`src/fetch_cfg_pkg.sv`:
```
package fetch_cfg_pkg;

  // ------------------------------------------------------------------
  // cache geometry
  // ------------------------------------------------------------------

  // byte offset within a 16 byte line
  localparam int offset_bits = 4;
  localparam int index_bits = 2;
  localparam int line_count = 4;
  localparam int tag_bits = 32 - index_bits - offset_bits;
  localparam int words_per_line = 4;
  localparam int line_bits = words_per_line * 32;

  // ------------------------------------------------------------------
  // address map
  // ------------------------------------------------------------------

  localparam logic [31:0] reset_pc = 32'h3000_0000;

  // top byte of the region that bypasses the cache
  localparam logic [7:0] uncached_top = 8'h0f;

  function automatic logic is_uncached(input logic [31:0] addr);
    return addr[31 -: 8] == uncached_top;
  endfunction

  // ------------------------------------------------------------------
  // fetch side types
  // ------------------------------------------------------------------

  // flat view for the refill shift, word view for the hit path
  typedef union packed {
    logic [line_bits-1:0] flat;
    logic [words_per_line-1:0][31:0] words;
  } cache_line_u;

  typedef struct packed {
    logic [31:0] inst;
    logic [31:0] pc;
  } fetch_out_t;

  typedef struct packed {
    logic npc_valid;
    logic [31:0] npc;
    logic [31:0] snpc;
  } commit_fb_t;

  typedef struct packed {
    logic hit;
    logic [31:0] word;
  } lookup_t;

endpackage

```
`src/axi_rd_pkg.sv`:
```
package axi_rd_pkg;

  // ------------------------------------------------------------------
  // read address channel
  // ------------------------------------------------------------------

  typedef struct packed {
    logic [31:0] araddr;
    logic [7:0] arlen;
  } ar_chan_t;

  // ------------------------------------------------------------------
  // read data channel
  // ------------------------------------------------------------------

  // rresp travels with the beat but nothing acts on it yet
  typedef struct packed {
    logic [31:0] rdata;
    logic [1:0] rresp;
    logic rlast;
  } r_chan_t;

  // ------------------------------------------------------------------
  // burst lengths encoded as beats minus one
  // ------------------------------------------------------------------

  // four beats fill one line
  localparam logic [7:0] line_burst_len = 8'd3;

  // one beat for an uncached word
  localparam logic [7:0] single_burst_len = 8'd0;

endpackage

```
`src/icache_store.sv`:
```
`timescale 1ns/1ns

module icache_store (
  input  logic clock,
  input  logic reset,

  input  logic [31:0] lookup_pc,
  output fetch_cfg_pkg::lookup_t lookup,

  input  logic fill_en,
  input  logic [31:0] fill_pc,
  input  fetch_cfg_pkg::cache_line_u fill_line,

  input  logic clear_cache
);

  localparam int off_w = fetch_cfg_pkg::offset_bits;
  localparam int idx_w = fetch_cfg_pkg::index_bits;
  localparam int tag_w = fetch_cfg_pkg::tag_bits;
  localparam int lines = fetch_cfg_pkg::line_count;

  logic valid_q [lines];
  logic [tag_w-1:0] tag_q [lines];
  fetch_cfg_pkg::cache_line_u data_q [lines];

  logic [idx_w-1:0] rd_index;
  logic [tag_w-1:0] rd_tag;
  logic [off_w-3:0] rd_word;
  logic [idx_w-1:0] wr_index;
  logic [tag_w-1:0] wr_tag;

  assign rd_index = lookup_pc[off_w +: idx_w];
  assign rd_tag = lookup_pc[31 -: tag_w];
  assign rd_word = lookup_pc[off_w-1:2];
  assign wr_index = fill_pc[off_w +: idx_w];
  assign wr_tag = fill_pc[31 -: tag_w];

  // ------------------------------------------------------------------
  // lookup
  // ------------------------------------------------------------------

  // the uncached region never reports a hit
  always_comb begin
    lookup.hit = valid_q[rd_index] && (tag_q[rd_index] == rd_tag) &&
                 !fetch_cfg_pkg::is_uncached(lookup_pc);
    lookup.word = data_q[rd_index].words[rd_word];
  end

  // ------------------------------------------------------------------
  // fill and invalidate
  // ------------------------------------------------------------------

  always_ff @(posedge clock) begin
    if (reset) begin
      for (int i = 0; i < lines; i++) begin
        valid_q[i] <= 1'b0;
      end
    end else begin
      if (fill_en) begin
        valid_q[wr_index] <= 1'b1;
      end
      // invalidate-all overrides a fill on the same edge
      if (clear_cache) begin
        for (int i = 0; i < lines; i++) begin
          valid_q[i] <= 1'b0;
        end
      end
    end
  end

  always_ff @(posedge clock) begin
    if (fill_en) begin
      tag_q[wr_index] <= wr_tag;
      data_q[wr_index] <= fill_line;
    end
  end

endmodule

```
`src/line_refill.sv`:
```
`timescale 1ns/1ns

module line_refill (
  input  logic clock,
  input  logic reset,

  input  logic refill_start,
  input  logic [31:0] refill_pc,
  input  logic refill_uncached,
  output logic refill_done,
  output fetch_cfg_pkg::cache_line_u refill_line,

  output logic arvalid,
  output axi_rd_pkg::ar_chan_t ar,
  input  logic arready,

  input  logic rvalid,
  input  axi_rd_pkg::r_chan_t r,
  output logic rready
);

  localparam int off_w = fetch_cfg_pkg::offset_bits;
  localparam int line_w = fetch_cfg_pkg::line_bits;

  logic busy;
  logic single_q;
  logic [off_w-3:0] slot_q;
  logic beat;

  // arvalid marks the address phase, rready the data phase
  assign busy = arvalid || rready;
  assign beat = rvalid && rready;

  // ------------------------------------------------------------------
  // handshake control
  // ------------------------------------------------------------------

  always_ff @(posedge clock) begin
    if (reset) begin
      arvalid <= 1'b0;
      rready <= 1'b0;
      refill_done <= 1'b0;
    end else begin
      refill_done <= 1'b0;
      if (refill_start && !busy) begin
        arvalid <= 1'b1;
      end
      if (arvalid && arready) begin
        arvalid <= 1'b0;
        rready <= 1'b1;
      end
      if (beat && r.rlast) begin
        rready <= 1'b0;
        refill_done <= 1'b1;
      end
    end
  end

  // ------------------------------------------------------------------
  // address and line assembly
  // ------------------------------------------------------------------

  always_ff @(posedge clock) begin
    if (refill_start && !busy) begin
      single_q <= refill_uncached;
      slot_q <= refill_pc[off_w-1:2];
      if (refill_uncached) begin
        ar.araddr <= {refill_pc[31:2], 2'b00};
        ar.arlen <= axi_rd_pkg::single_burst_len;
      end else begin
        ar.araddr <= {refill_pc[31:off_w], {off_w{1'b0}}};
        ar.arlen <= axi_rd_pkg::line_burst_len;
      end
    end
    if (beat) begin
      if (single_q) begin
        refill_line.words[slot_q] <= r.rdata;
      end else begin
        // shift in from the top so the first beat ends in word 0
        refill_line.flat <= {r.rdata, refill_line.flat[line_w-1:32]};
      end
    end
  end

endmodule

```
`src/fetch_ctrl.sv`:
```
`timescale 1ns/1ns

module fetch_ctrl (
  input  logic clock,
  input  logic reset,

  input  fetch_cfg_pkg::commit_fb_t commit,
  input  logic clear_pipeline,

  input  logic idu_ready,
  input  logic block,
  output logic inst_valid,
  output fetch_cfg_pkg::fetch_out_t fetch,

  output logic [31:0] lookup_pc,
  input  fetch_cfg_pkg::lookup_t lookup,

  output logic refill_start,
  output logic refill_uncached,
  input  logic refill_done,
  input  fetch_cfg_pkg::cache_line_u refill_line,

  output logic fill_en,
  output fetch_cfg_pkg::cache_line_u fill_line
);

  localparam int off_w = fetch_cfg_pkg::offset_bits;

  logic [31:0] pc;
  logic [31:0] miss_pc;
  logic refilling;
  logic miss_uncached;
  logic refill_dropped;
  logic pipeline_empty;
  logic path_ok;

  logic go;
  logic commit_match;
  logic on_path;
  logic deliver_hit;
  logic deliver_unc;

  // ------------------------------------------------------------------
  // decisions for this cycle
  // ------------------------------------------------------------------

  // decode takes the output register, or it is empty and may load
  assign go = idu_ready && !block;
  assign commit_match = commit.npc_valid && (commit.snpc == pc);

  // a miss only goes to the bus once the pc is known to be real
  assign on_path = pipeline_empty || path_ok || commit_match;

  assign deliver_hit = !refilling && go && lookup.hit && !clear_pipeline;
  assign refill_start = !refilling && go && !lookup.hit && on_path && !clear_pipeline;
  assign refill_uncached = fetch_cfg_pkg::is_uncached(pc);
  assign deliver_unc = refilling && refill_done && miss_uncached &&
                       !refill_dropped && !clear_pipeline;

  // the fill and refill address stays on the miss while a refill runs
  assign lookup_pc = refilling ? miss_pc : pc;

  assign fill_en = refilling && refill_done && !miss_uncached;
  assign fill_line = refill_line;

  // ------------------------------------------------------------------
  // control state
  // ------------------------------------------------------------------

  always_ff @(posedge clock) begin
    if (reset) begin
      pc <= fetch_cfg_pkg::reset_pc;
      refilling <= 1'b0;
      miss_uncached <= 1'b0;
      refill_dropped <= 1'b0;
      inst_valid <= 1'b0;
      pipeline_empty <= 1'b1;
      path_ok <= 1'b0;
    end else begin
      // commit confirmation is kept until pc moves
      if (commit_match) begin
        path_ok <= 1'b1;
      end

      if (clear_pipeline) begin
        pc <= commit.npc;
        inst_valid <= 1'b0;
        pipeline_empty <= 1'b1;
        path_ok <= 1'b0;
        if (refilling) begin
          refill_dropped <= 1'b1;
        end
      end else if (deliver_hit || deliver_unc) begin
        pc <= pc + 32'd4;
        inst_valid <= 1'b1;
        pipeline_empty <= 1'b0;
        path_ok <= 1'b0;
      end else if (!refilling && go) begin
        // the old word was taken and nothing replaces it yet
        inst_valid <= 1'b0;
      end

      if (refill_start) begin
        refilling <= 1'b1;
        miss_uncached <= refill_uncached;
        refill_dropped <= 1'b0;
      end else if (refilling && refill_done) begin
        refilling <= 1'b0;
      end
    end
  end

  // ------------------------------------------------------------------
  // payload
  // ------------------------------------------------------------------

  always_ff @(posedge clock) begin
    if (refill_start) begin
      miss_pc <= pc;
    end
    if (deliver_hit) begin
      fetch.inst <= lookup.word;
      fetch.pc <= pc;
    end else if (deliver_unc) begin
      fetch.inst <= refill_line.words[miss_pc[off_w-1:2]];
      fetch.pc <= miss_pc;
    end
  end

endmodule

```
`src/fetch_top.sv`:
```
`timescale 1ns/1ns

module fetch_top (
  input  logic clock,
  input  logic reset,

  input  fetch_cfg_pkg::commit_fb_t commit,
  input  logic clear_pipeline,
  input  logic clear_cache,

  input  logic idu_ready,
  input  logic block,
  output logic inst_valid,
  output fetch_cfg_pkg::fetch_out_t fetch,

  output logic arvalid,
  output axi_rd_pkg::ar_chan_t ar,
  input  logic arready,
  input  logic rvalid,
  input  axi_rd_pkg::r_chan_t r,
  output logic rready
);

  logic [31:0] lookup_pc;
  fetch_cfg_pkg::lookup_t lookup;
  logic refill_start;
  logic refill_uncached;
  logic refill_done;
  fetch_cfg_pkg::cache_line_u refill_line;
  logic fill_en;
  fetch_cfg_pkg::cache_line_u fill_line;

  fetch_ctrl u_ctrl (
    .clock           (clock),
    .reset           (reset),
    .commit          (commit),
    .clear_pipeline  (clear_pipeline),
    .idu_ready       (idu_ready),
    .block           (block),
    .inst_valid      (inst_valid),
    .fetch           (fetch),
    .lookup_pc       (lookup_pc),
    .lookup          (lookup),
    .refill_start    (refill_start),
    .refill_uncached (refill_uncached),
    .refill_done     (refill_done),
    .refill_line     (refill_line),
    .fill_en         (fill_en),
    .fill_line       (fill_line)
  );

  // lookup_pc follows the miss address during a refill
  icache_store u_store (
    .clock       (clock),
    .reset       (reset),
    .lookup_pc   (lookup_pc),
    .lookup      (lookup),
    .fill_en     (fill_en),
    .fill_pc     (lookup_pc),
    .fill_line   (fill_line),
    .clear_cache (clear_cache)
  );

  line_refill u_refill (
    .clock           (clock),
    .reset           (reset),
    .refill_start    (refill_start),
    .refill_pc       (lookup_pc),
    .refill_uncached (refill_uncached),
    .refill_done     (refill_done),
    .refill_line     (refill_line),
    .arvalid         (arvalid),
    .ar              (ar),
    .arready         (arready),
    .rvalid          (rvalid),
    .r               (r),
    .rready          (rready)
  );

endmodule

```
`config.mk`:
```
export PLATFORM = sky130hd
export DESIGN_NAME = fetch_top
export DESIGN_NICKNAME = d
export VERILOG_FILES = /design/src/fetch_cfg_pkg.sv /design/src/axi_rd_pkg.sv /design/src/icache_store.sv /design/src/line_refill.sv /design/src/fetch_ctrl.sv /design/src/fetch_top.sv
export SDC_FILE = /design/constraint.sdc
export NUM_CORES = 1
export LEC_CHECK = 0
export BUFFER_PORTS_ARGS = -buffer_cell sky130_fd_sc_hd__buf_2
export CORE_MARGIN = 5
export CORE_UTILIZATION = 35
export DETAILED_ROUTE_END_ITERATION = 8
export GPL_TIMING_DRIVEN = 0
export PLACE_DENSITY_LB_ADDON = 0.12
export REMOVE_ABC_BUFFERS = 1
export SYNTH_ARGS = -nofsm -noshare
export SYNTH_HDL_FRONTEND = slang
export SYNTH_SLANG_ARGS = --single-unit
```
`constraint.sdc`:
```
create_clock -name clock -period 30.4 [get_ports clock]
set_input_delay 1.52 -clock clock [delete_from_list [all_inputs] [get_ports clock]]
set_output_delay 1.52 -clock clock [all_outputs]
set_load 0.005 [all_outputs]
```
==> results of run 1 <==
## worst paths after layout
check,end
worst max register to register,u_ctrl.pc[6]
worst min register to register,u_store.valid_q[1]
worst min-delay path,u_store.valid_q[1]
worst max-delay path,u_ctrl.pc[6]
## power by group through the flow
stage	clock network [uW]	logic [uW]	registers, uW
2_1_floorplan	0	103	1420
3_3_place_gp	0	175	1430
3_5_place_dp	0	188	1420
4_1_cts	1230	189	1400
5_1_grt	1280	202	1400
6_report	1190	187	1400
## per-layer routing
metal | GRT usage [%] | wire length (um)
met5 | 0 | 0
met4 | 5.89 | 3410
met3 | 2.76 | 6830
met2 | 31.3 | 54100
met1 | 26.2 | 49200
## cells by family after synthesis
family	Yosys count	synth area share (%)
and+or+nand+nor	1038	12.3
AOI/OAI and AO/OA	395	7.35
buffers and inverters	337	3.52
other	1	0.00981
xor gates and xnor gates	67	1.53
adders and majority gates	1	0.0327
DFF	919	71.0
muxes	114	4.31
## metrics by stage
step	hold WS, ns	instance area, sq um	setup TNS, ns	cells	util [%]
after floorplan	0.440	37400	0	2668	-
after global placement	0.447	40200	-649.62	4286	37.0
after detailed placement	0.456	42600	0	4399	39.2
after CTS	0.469	45800	0	4586	42.1
after global routing	0.497	45800	0	4587	42.1
final	0.464	45800	0	4588	42.1
## final cells by class
cell class                      instances  area, sq um
Antenna cell                            2         5.00
Clock buffer                          132         2720
Clock inverter                         55          514
Fill cell                            9965        62900
Inverter                              126          493
Multi-Input combinational cell       1623         9920
Sequential cell                       919        27100
Tap cell                             1414         1770
Timing Repair Buffer                  317         3230
## state kept, by name, indices dropped and copies added, names as in the netlist, 2 cells and up
| register | count |
|---|---|
| u_ctrl.pc | 32 |
| u_store.tag_q | 104 |
| u_store.valid_q | 4 |
| u_refill.refill_line | 128 |
| u_refill.slot_q | 2 |
| u_store.data_q | 512 |
| u_ctrl.miss_pc | 32 |
| u_refill.ar | 31 |
| u_ctrl.fetch | 64 |
## cells in the final DEF (no fill, tap or decap), types with 25 or more instances in the layout
cell	Yosys	layout
o21ai_0	69	69
dfxtp_1	45	44
clkbuf_1	168	26
nand3_1	265	265
and3_1	49	48
edfxtp_1	874	874
mux2i_1	36	34
a21o_1	32	32
xor2_1	38	38
buf_2	11	204
o22ai_1	96	96
clkbuf_16	0	103
inv_1	123	121
xnor2_1	29	29
nor2b_1	33	33
nand2_1	581	581
mux4_2	34	34
buf_12	0	31
clkinv_1	0	25
nor2_1	35	32
mux2_2	41	41
buf_16	0	47
buf_4	12	29
a311oi_1	102	102
==> results_dict.tcl, run 1 <==
set metrics [dict create \
    cts_setup_buffers 0 \
    slew-limit-headroom_pct 17.2 \
    routabilityCongestion 0.784 \
    dpl_worst_slack_ns 23.95 \
    crit_start "u_ctrl.refilling" \
    insertion_delay_ns 0.67 \
    start_kind "register" \
    cp_num_cells 16 \
    outcome "finished clean" \
    via_count 24562 \
    grt_max_degree 137 \
    p_leak_uw 0.0162 \
    period_minus_slack_ns 6.37 \
    grt_overflow_total 0 \
    netlist_area_sq_mm 0.0382 \
    finalHoldViolations 0 \
    fmax_mhz 157 \
    max-clock-path-buffers 3 \
    wl_per_cell_um 24.8 \
    drcViolationCount 0 \
    synth_edf_count 874 \
    grt_pass1_wl_um 166000 \
    grt_antenna_before_repair 2 \
    vdd_drop_max_uv 44.5 \
    clockPowerShare_pct 43.0 \
    yosys.cell_count.top_type "edfxtp_1" \
    synthTopCellsByArea "edfxtp_1 69%, nand2_1 5.7%, nand3_1 3.5%, dfxtp_1 2.4%, a311oi_1 2.3%" \
    min_path_type "reg -> reg" \
    track_usage_pct 19.0 \
    crit_required_ns 30.90 \
    yosysTopAreaCell "edfxtp_1" \
    dr.pass1.iters 7 \
    ys_top_cells_by_count "874 x edfxtp_1, 581 x nand2_1, 265 x nand3_1, 168 x clkbuf_1, 123 x inv_1" \
    viasPerCell 5.35 \
    min_from "u_store.valid_q[1]" \
    crit_family "buffers and inverters" \
    die_h_um 341 \
    drv_slew 0 \
    slowest_stage "mux2i_4" \
    r2r_start "u_ctrl.refilling" \
    post-route-period-util_pct 21.0 \
    synth_cells 2872 \
    yosysSeqAreaShare_pct 71.0 \
    path_clk_slew_ns 0.05 \
    path_common_cell "buf_12" \
    numCtsBuffers 101 \
    rsz0062_at_grt "no" \
    place_hpwl_um 71200 \
    worst_ep_arrival_time_ns 6.87 \
    critical_path_buf_inv_count 7 \
    grt_pass1_vias 24597 \
    synth_ff_type "edfxtp_1" \
    skew_ns 0.0340 \
    setup_ws_ns 24.03 \
    slowest_delay_ns 0.85 \
    yosysWarnings 0 \
    drive_above_1_share_pct 17.9 \
    drtIter0Drc 2014 \
    ys_ff_latch 919 \
    whs_path_depth 1 \
    crit_chain "buf_12 -> mux2i_4 -> buf_12 -> inv_8 -> buf_16 -> mux4_2 -> xnor2_1 -> o2111ai_1 -> nor4b_4 -> nand4_4 -> buf_12 -> and2_1 -> inv_6 -> buf_16 -> and3_1 -> nor4_1" \
    swShare_pct 22.6 \
    rr_worst_depth 16 \
    critPathKind "reg -> reg" \
    drt-total-wl_um 114000 \
    drv_cap 0 \
    avgSynthCellArea_sq_um 13.3 \
    cts-root-buf "clkbuf_16" \
    final-setup-viol-count 0 \
    final_nets 3197 \
    placement.io_buffers 204 \
    cts.htree.levels 3 \
    io_pins 215 \
    p_seq_share_pct 50.3 \
    cts_num_sinks 919 \
    postCtsHoldBufs 0 \
    finalPower_uw 2780 \
    die_w_um 341 \
    synth_top_area_share_pct 68.6 \
    cts_resized 0 \
    worst_slew_pin_slew_ns 1.21 \
    reg2reg_slack_ns 24.03 \
    async_flop_share_pct 0 \
    ys_types 66 \
    power_switching_uw 627 \
    path_max_fanout 136 \
    intPower_uw 2150 \
    design.core.area_sq_mm 0.109 \
    initial_utilization_pct 35.2 \
    cts_tree "yes" \
    power.density_mw_per_mm2 60.6 \
    fp-row-count 121 \
    fp.dieArea_sq_mm 0.116 \
    ant_nets 0 \
    combPwrFrac_pct 6.7 \
    syn_to_final_growth_pct 19.8 \
    end_kind "register" \
]
(Power assumes the default switching activity.)
==> inputs of run 2 (changes only) <==
Clock period 30.4 ns to 5.15 ns, I/O delays scaled along.
==> results_dict.tcl, run 2 (synthesis results as in run 1) <==
set metrics [dict create \
    slew-limit-headroom_pct 17.6 \
    outcome "finished clean" \
    crit_family "buffers and inverters" \
    crit_required_ns 5.65 \
    end_kind "register" \
    cts_num_sinks 919 \
    largestRegisters "u_store.data_q x512, u_refill.refill_line x128, u_store.tag_q x104" \
    placement.io_buffers 204 \
    multi_input_area_sq_mm 0.00996 \
    grt_overflow_total 0 \
    final_common_cell "edfxtp_1" \
    via_count 25053 \
    rr_worst_depth 15 \
    design.core.area_sq_mm 0.109 \
    power.density_mw_per_mm2 353 \
    final_nets 3275 \
    regArea_sq_mm 0.0272 \
    path_clk_slew_ns 0.06 \
    drt-total-wl_um 117000 \
    grt_pass1_wl_um 170000 \
    ant_nets 0 \
    whs_path_depth 5 \
    critPathKind "reg -> reg" \
    combPwrFrac_pct 7.2 \
    worst_slew_pin_slew_ns 1.23 \
    viasPerCell 5.37 \
    max_flop_register "u_store.data_q" \
    fmax_mhz 202 \
    crit_chain "buf_12 -> mux2i_4 -> inv_12 -> buf_16 -> mux4_2 -> xnor2_1 -> o2111ai_2 -> nor4b_4 -> nand4_4 -> buf_12 -> and2_2 -> bufinv_16 -> buf_16 -> and3_1 -> nor4_1" \
    min_path_type "in -> reg" \
    slowest_stage "dfxtp_4" \
    numCtsBuffers 101 \
    cts-root-buf "clkbuf_16" \
    vdd_drop_max_uv 261 \
    die_w_um 341 \
    die_h_um 341 \
    cts.htree.levels 3 \
    intPower_uw 12700 \
    filler_cell_count 9903 \
    final-setup-viol-count 0 \
    r2r_start "u_ctrl.refilling" \
    p_seq_share_pct 50.0 \
    worst_ep_arrival_time_ns 5.44 \
    grt_antenna_before_repair 4 \
    drcViolationCount 0 \
    start_kind "register" \
    wl_per_cell_um 25.1 \
    finalHoldViolations 0 \
    post-route-period-util_pct 96.0 \
    track_usage_pct 19.6 \
    critical_path_buf_inv_count 6 \
    mostFrequentLayoutCells "874 x edfxtp_1, 581 x nand2_1, 265 x nand3_1" \
    max-clock-path-buffers 3 \
    clockPowerShare_pct 42.8 \
    drv_cap 0 \
    dr.pass1.iters 5 \
    initial_utilization_pct 35.2 \
    path_max_fanout 44 \
    syn_to_final_growth_pct 22.1 \
    final_area_sq_mm 0.0467 \
    drive_above_1_share_pct 17.9 \
    crit_start "u_ctrl.refilling" \
    drv_slew 0 \
    fp.dieArea_sq_mm 0.116 \
    place_area_sq_mm 0.0426 \
    grt_max_degree 127 \
    fp-row-count 121 \
    routabilityCongestion 0.784 \
    insertion_delay_ns 0.68 \
    period_minus_slack_ns 4.94 \
    rsz0062_at_grt "no" \
    largest_register_ffs 512 \
    cp_num_cells 15 \
    slowest_delay_ns 0.52 \
    cts_tree "yes" \
    skew_ns 0.0359 \
    p_leak_uw 0.0165 \
    swShare_pct 22.7 \
    place_hpwl_um 71200 \
    reg2reg_slack_ns 0.21 \
    min_from "block" \
    power_switching_uw 3740 \
    grt_pass1_vias 25038 \
    io_pins 215 \
    whs_ns 0.0424 \
    drtIter0Drc 2044 \
]
-- run 2: changes by cell type in the layout (fill, tap and decap cells not counted), sizes merged --
cell,before,now
buf,317,321
bufbuf,0,3
diode,2,3
dlygate4sd3,0,68
nand4,17,18
mux2i,39,40
bufinv,8,9
-- run 2: cell type report --
type	instances	area share [%]
Antenna cell	3	0.0161
Clock buffer	132	5.82
Clock inverter	55	1.10
Inverter	126	1.11
Multi-Input combinational cell	1625	21.3
Sequential cell	919	58.2
Tap cell	1414	3.79
Timing Repair Buffer	392	8.65
Timing Repair inverter	1	0.0188
-- run 2: per-stage QoR --
step / total power [uW] / util [%] / setup slack, ns / std cells / setup TNS (ns)
after global routing: 17100 / 42.9 / 0.0271 / 4664 / 0
after CTS: 16700 / 42.9 / 0.0646 / 4663 / 0
after detailed placement: 9510 / 39.2 / -1.30 / 4399 / -109.33
after global placement: 9450 / 37.0 / -29.48 / 4286 / -
after floorplan: 8980 / - / -12.19 / 2668 / -4858.84
final: 16500 / 43.0 / 0.205 / 4667 / 0
-- run 2: per-layer routing --
| metal | up-vias | track usage, % | share of wire [%] |
|---|---|---|---|
| li1 | 11313 | - | - |
| met1 | 12746 | 27.1 | 44 |
| met2 | 809 | 32.2 | 48 |
| met3 | 183 | 2.80 | 5.6 |
| met4 | 2 | 5.79 | 2.9 |
| met5 | - | 0 | 0.011 |
-- run 2: worst reg2reg max path: stages, from the launching register on --
cell	delay, ns
dfxtp_4	0.52
buf_12	0.27
mux2i_4	0.48
inv_12	0.19
buf_16	0.27
mux4_2	0.49
xnor2_1	0.23
o2111ai_2	0.28
nor4b_4	0.40
nand4_4	0.16
buf_12	0.24
and2_2	0.37
bufinv_16	0.34
buf_16	0.28
and3_1	0.22
nor4_1	0.05
-- run 2: worst paths after layout --
kind	to
max	u_ctrl.pc[6]
min	u_ctrl.inst_valid
max reg2reg	u_ctrl.pc[6]
min reg2reg	u_store.valid_q[1]
-- run 2: repair_timing --
item / CTS / global route
gates cloned: 5 / 1
gates resized for setup: 10 / 1
hold buffers: 68 / 0
buffers inserted: 4 / 0
setup endpoints to repair: 207 / 2
endpoints found under the hold margin: 140 / 0
pin swaps: 1 / 0
-- run 2: power by group through the flow --
stage          logic [uW]  registers [uW]  clock network (uW)
4_1_cts              1200            8240                7230
5_1_grt              1280            8250                7540
6_report             1190            8240                7050
3_5_place_dp         1110            8400                   0
3_3_place_gp         1030            8420                   0
2_1_floorplan         609            8370                   0
==> inputs of run 3 (changes only) <==
Settings changed: SYNTH_HIERARCHICAL set to 1.
==> results_dict.tcl, run 3 <==
set metrics [dict create \
    netlist_area_sq_mm 0.0385 \
    r2r_end "u_ctrl/pc[30]" \
    final_common_cell "edfxtp_1" \
    numCtsBuffers 103 \
    yosysWarnings 6 \
    cts_num_sinks 919 \
    fp-row-count 121 \
    final_nets 2423 \
    outcome "finished clean" \
    fin_setup_tns_ns 0 \
    hold_end "u_ctrl/pc[14]" \
    max-clock-path-buffers 3 \
    power.density_mw_per_mm2 351 \
    synth_cells 2088 \
    path_clk_slew_ns 0.06 \
    cts_tree "yes" \
    post-route-period-util_pct 96.8 \
    period_minus_slack_ns 4.99 \
    final_core_util_pct 41.8 \
    end_kind "register" \
    critPathKind "reg -> reg" \
    whs_path_depth 3 \
    grt_pass1_wl_um 145000 \
    die_h_um 342 \
    die_w_um 342 \
    place_hpwl_um 61500 \
    grt_antenna_before_repair 4 \
    insertion_delay_ns 0.69 \
    worst_ep_arrival_time_ns 5.54 \
    drv_cap 0 \
    reg2reg_slack_ns 0.16 \
    min_path_type "in -> reg" \
    mostFrequentLayoutCells "874 x edfxtp_1, 206 x mux4_2, 204 x buf_2" \
    io_pins 215 \
    fp.dieArea_sq_mm 0.117 \
    final-setup-viol-count 0 \
    design.core.area_sq_mm 0.109 \
    drive_above_1_share_pct 33.5 \
    rsz0062_at_grt "no" \
    cts.htree.levels 3 \
    finalHoldViolations 0 \
    ant_nets 0 \
    crit_family "simple AND/OR/NAND/NOR gates" \
    grt_max_degree 69 \
    path_max_fanout 30 \
    cts-root-buf "clkbuf_16" \
    grt_overflow_total 0 \
    drv_slew 0 \
    largestRegisters "u_store/data_q x512, u_refill/refill_line x128, u_store/tag_q x104" \
    max_flop_register "u_store/data_q" \
    drt-total-wl_um 99000 \
    start_kind "register" \
    slowest_delay_ns 0.50 \
    critical_path_buf_inv_count 2 \
    wl_per_cell_um 25.9 \
    min_from "clear_pipeline" \
    viasPerCell 5.13 \
    initial_utilization_pct 35.3 \
    placement.io_buffers 204 \
    rr_worst_depth 15 \
    worst_slew_pin_slew_ns 1.08 \
    grt_pass1_vias 20824 \
    skew_ns 0.0467 \
    avgSynthCellArea_sq_um 18.4 \
    syn_to_final_growth_pct 18.3 \
    fmax_mhz 201 \
    crit_required_ns 5.71 \
    drcViolationCount 0 \
    vdd_drop_max_uv 266 \
    r2r_start "u_ctrl/refilling" \
    largest_register_ffs 512 \
    slowest_stage "mux2_8" \
    p_leak_uw 0.0150 \
    track_usage_pct 16.8 \
    slew-limit-headroom_pct 27.2 \
    drtIter0Drc 1180 \
    dr.pass1.iters 5 \
    routabilityCongestion 0.757 \
    via_count 19588 \
    crit_chain "mux2_8 -> buf_16 -> buf_16 -> mux2i_1 -> a22o_1 -> a2111oi_0 -> a31oi_1 -> or3_1 -> nor4_4 -> and4bb_2 -> nor2_2 -> nor4_4 -> nand3_1 -> xor2_1 -> a211oi_1" \
]
==> run 3: cell count changes in the layout (fill, tap and decap cells not counted), moves of 28 or more <==
cell,before,now
nand2_1,581,58
nand3_1,265,10
mux4_2,34,206
a311oi_1,102,2
o21ai_0,69,12
mux2_2,41,92
and3_1,48,5
a21o_1,32,0
o22ai_2,0,30
buf_4,33,5
o22ai_1,96,68
==> run 3: through the flow <==
step                      hold slack, ns  instance area, sq um  instances  power [uW]  setup WS (ns)
final                              0.141                 45500       3818       16000          0.164
after global routing               0.123                 45500       3816       16600         0.0172
after CTS                         0.0734                 45500       3816       16200         0.0231
after detailed placement           0.452                 41500       3545        9260          -1.00
after global placement             0.444                 39700       3459        9290         -40.07
after floorplan                    0.322                 36900       1841        8930         -11.00
==> run 3: worst max path at each step <==
stage | endpoint | startpoint | slack (ns) | cells past startpoint
finish | u_ctrl/pc[30] | u_ctrl/refilling | 0.16 | 15
global route | u_ctrl/pc[15] | u_ctrl/pc[4] | 0.02 | 13
CTS | u_ctrl/pc[22] | u_ctrl/pc[4] | 0.02 | 14
detailed placement | u_ctrl/fetch[47] | u_ctrl/pc[4] | -1.00 | 14
global placement | u_store/data_q[0][118] | u_ctrl/refilling | -40.07 | 2
floorplan | u_store/data_q[0][0] | u_ctrl/refilling | -11.00 | 2
==> run 3: per-layer routing <==
layer  GRT usage, %  up-vias  wire (um)
li1               -     8582          -
met1           22.6    10424      43400
met2           28.9      447      49700
met3           2.58      133       3950
met4           3.94        2       2030
met5              0        -         13
==> run 3: repair_timing <==
item	CTS	global route
gates resized for setup	7	2
setup endpoints to repair	192	3
hold endpoints to repair	166	0
pin swaps	3	0
gates cloned	2	0
buffers inserted	5	0
hold buffers	71	0
==> run 3: worst reg2reg max path: cells and delay by family, from the launching register on <==
family	cells	cell delay [ns]
buffers and inverters	2	0.50
AND/OR/NAND/NOR	6	1.94
AO/OA/AOI/OAI	4	1.08
flip-flops	1	0.47
XOR/XNOR	1	0.17
multiplexers	2	0.70
==> run 3: cell type report <==
cell class	instances	area [sq um]
antenna	2	5.00
tap	1414	1770
inverter	104	390
multi-input combinational	818	9530
timing repair buffer	368	3540
clock inverter	59	424
fill	9718	63500
sequential	919	27200
clock buffer	134	2710
==> run 3: where the power goes <==
part / internal (uW) / switching, uW / total (uW) / leakage, uW
Clock: 3830 / 3000 / 6830 / 0.00153
Combinational: 463 / 458 / 921 / 0.00519
Sequential: 8160 / 69.4 / 8230 / 0.00827
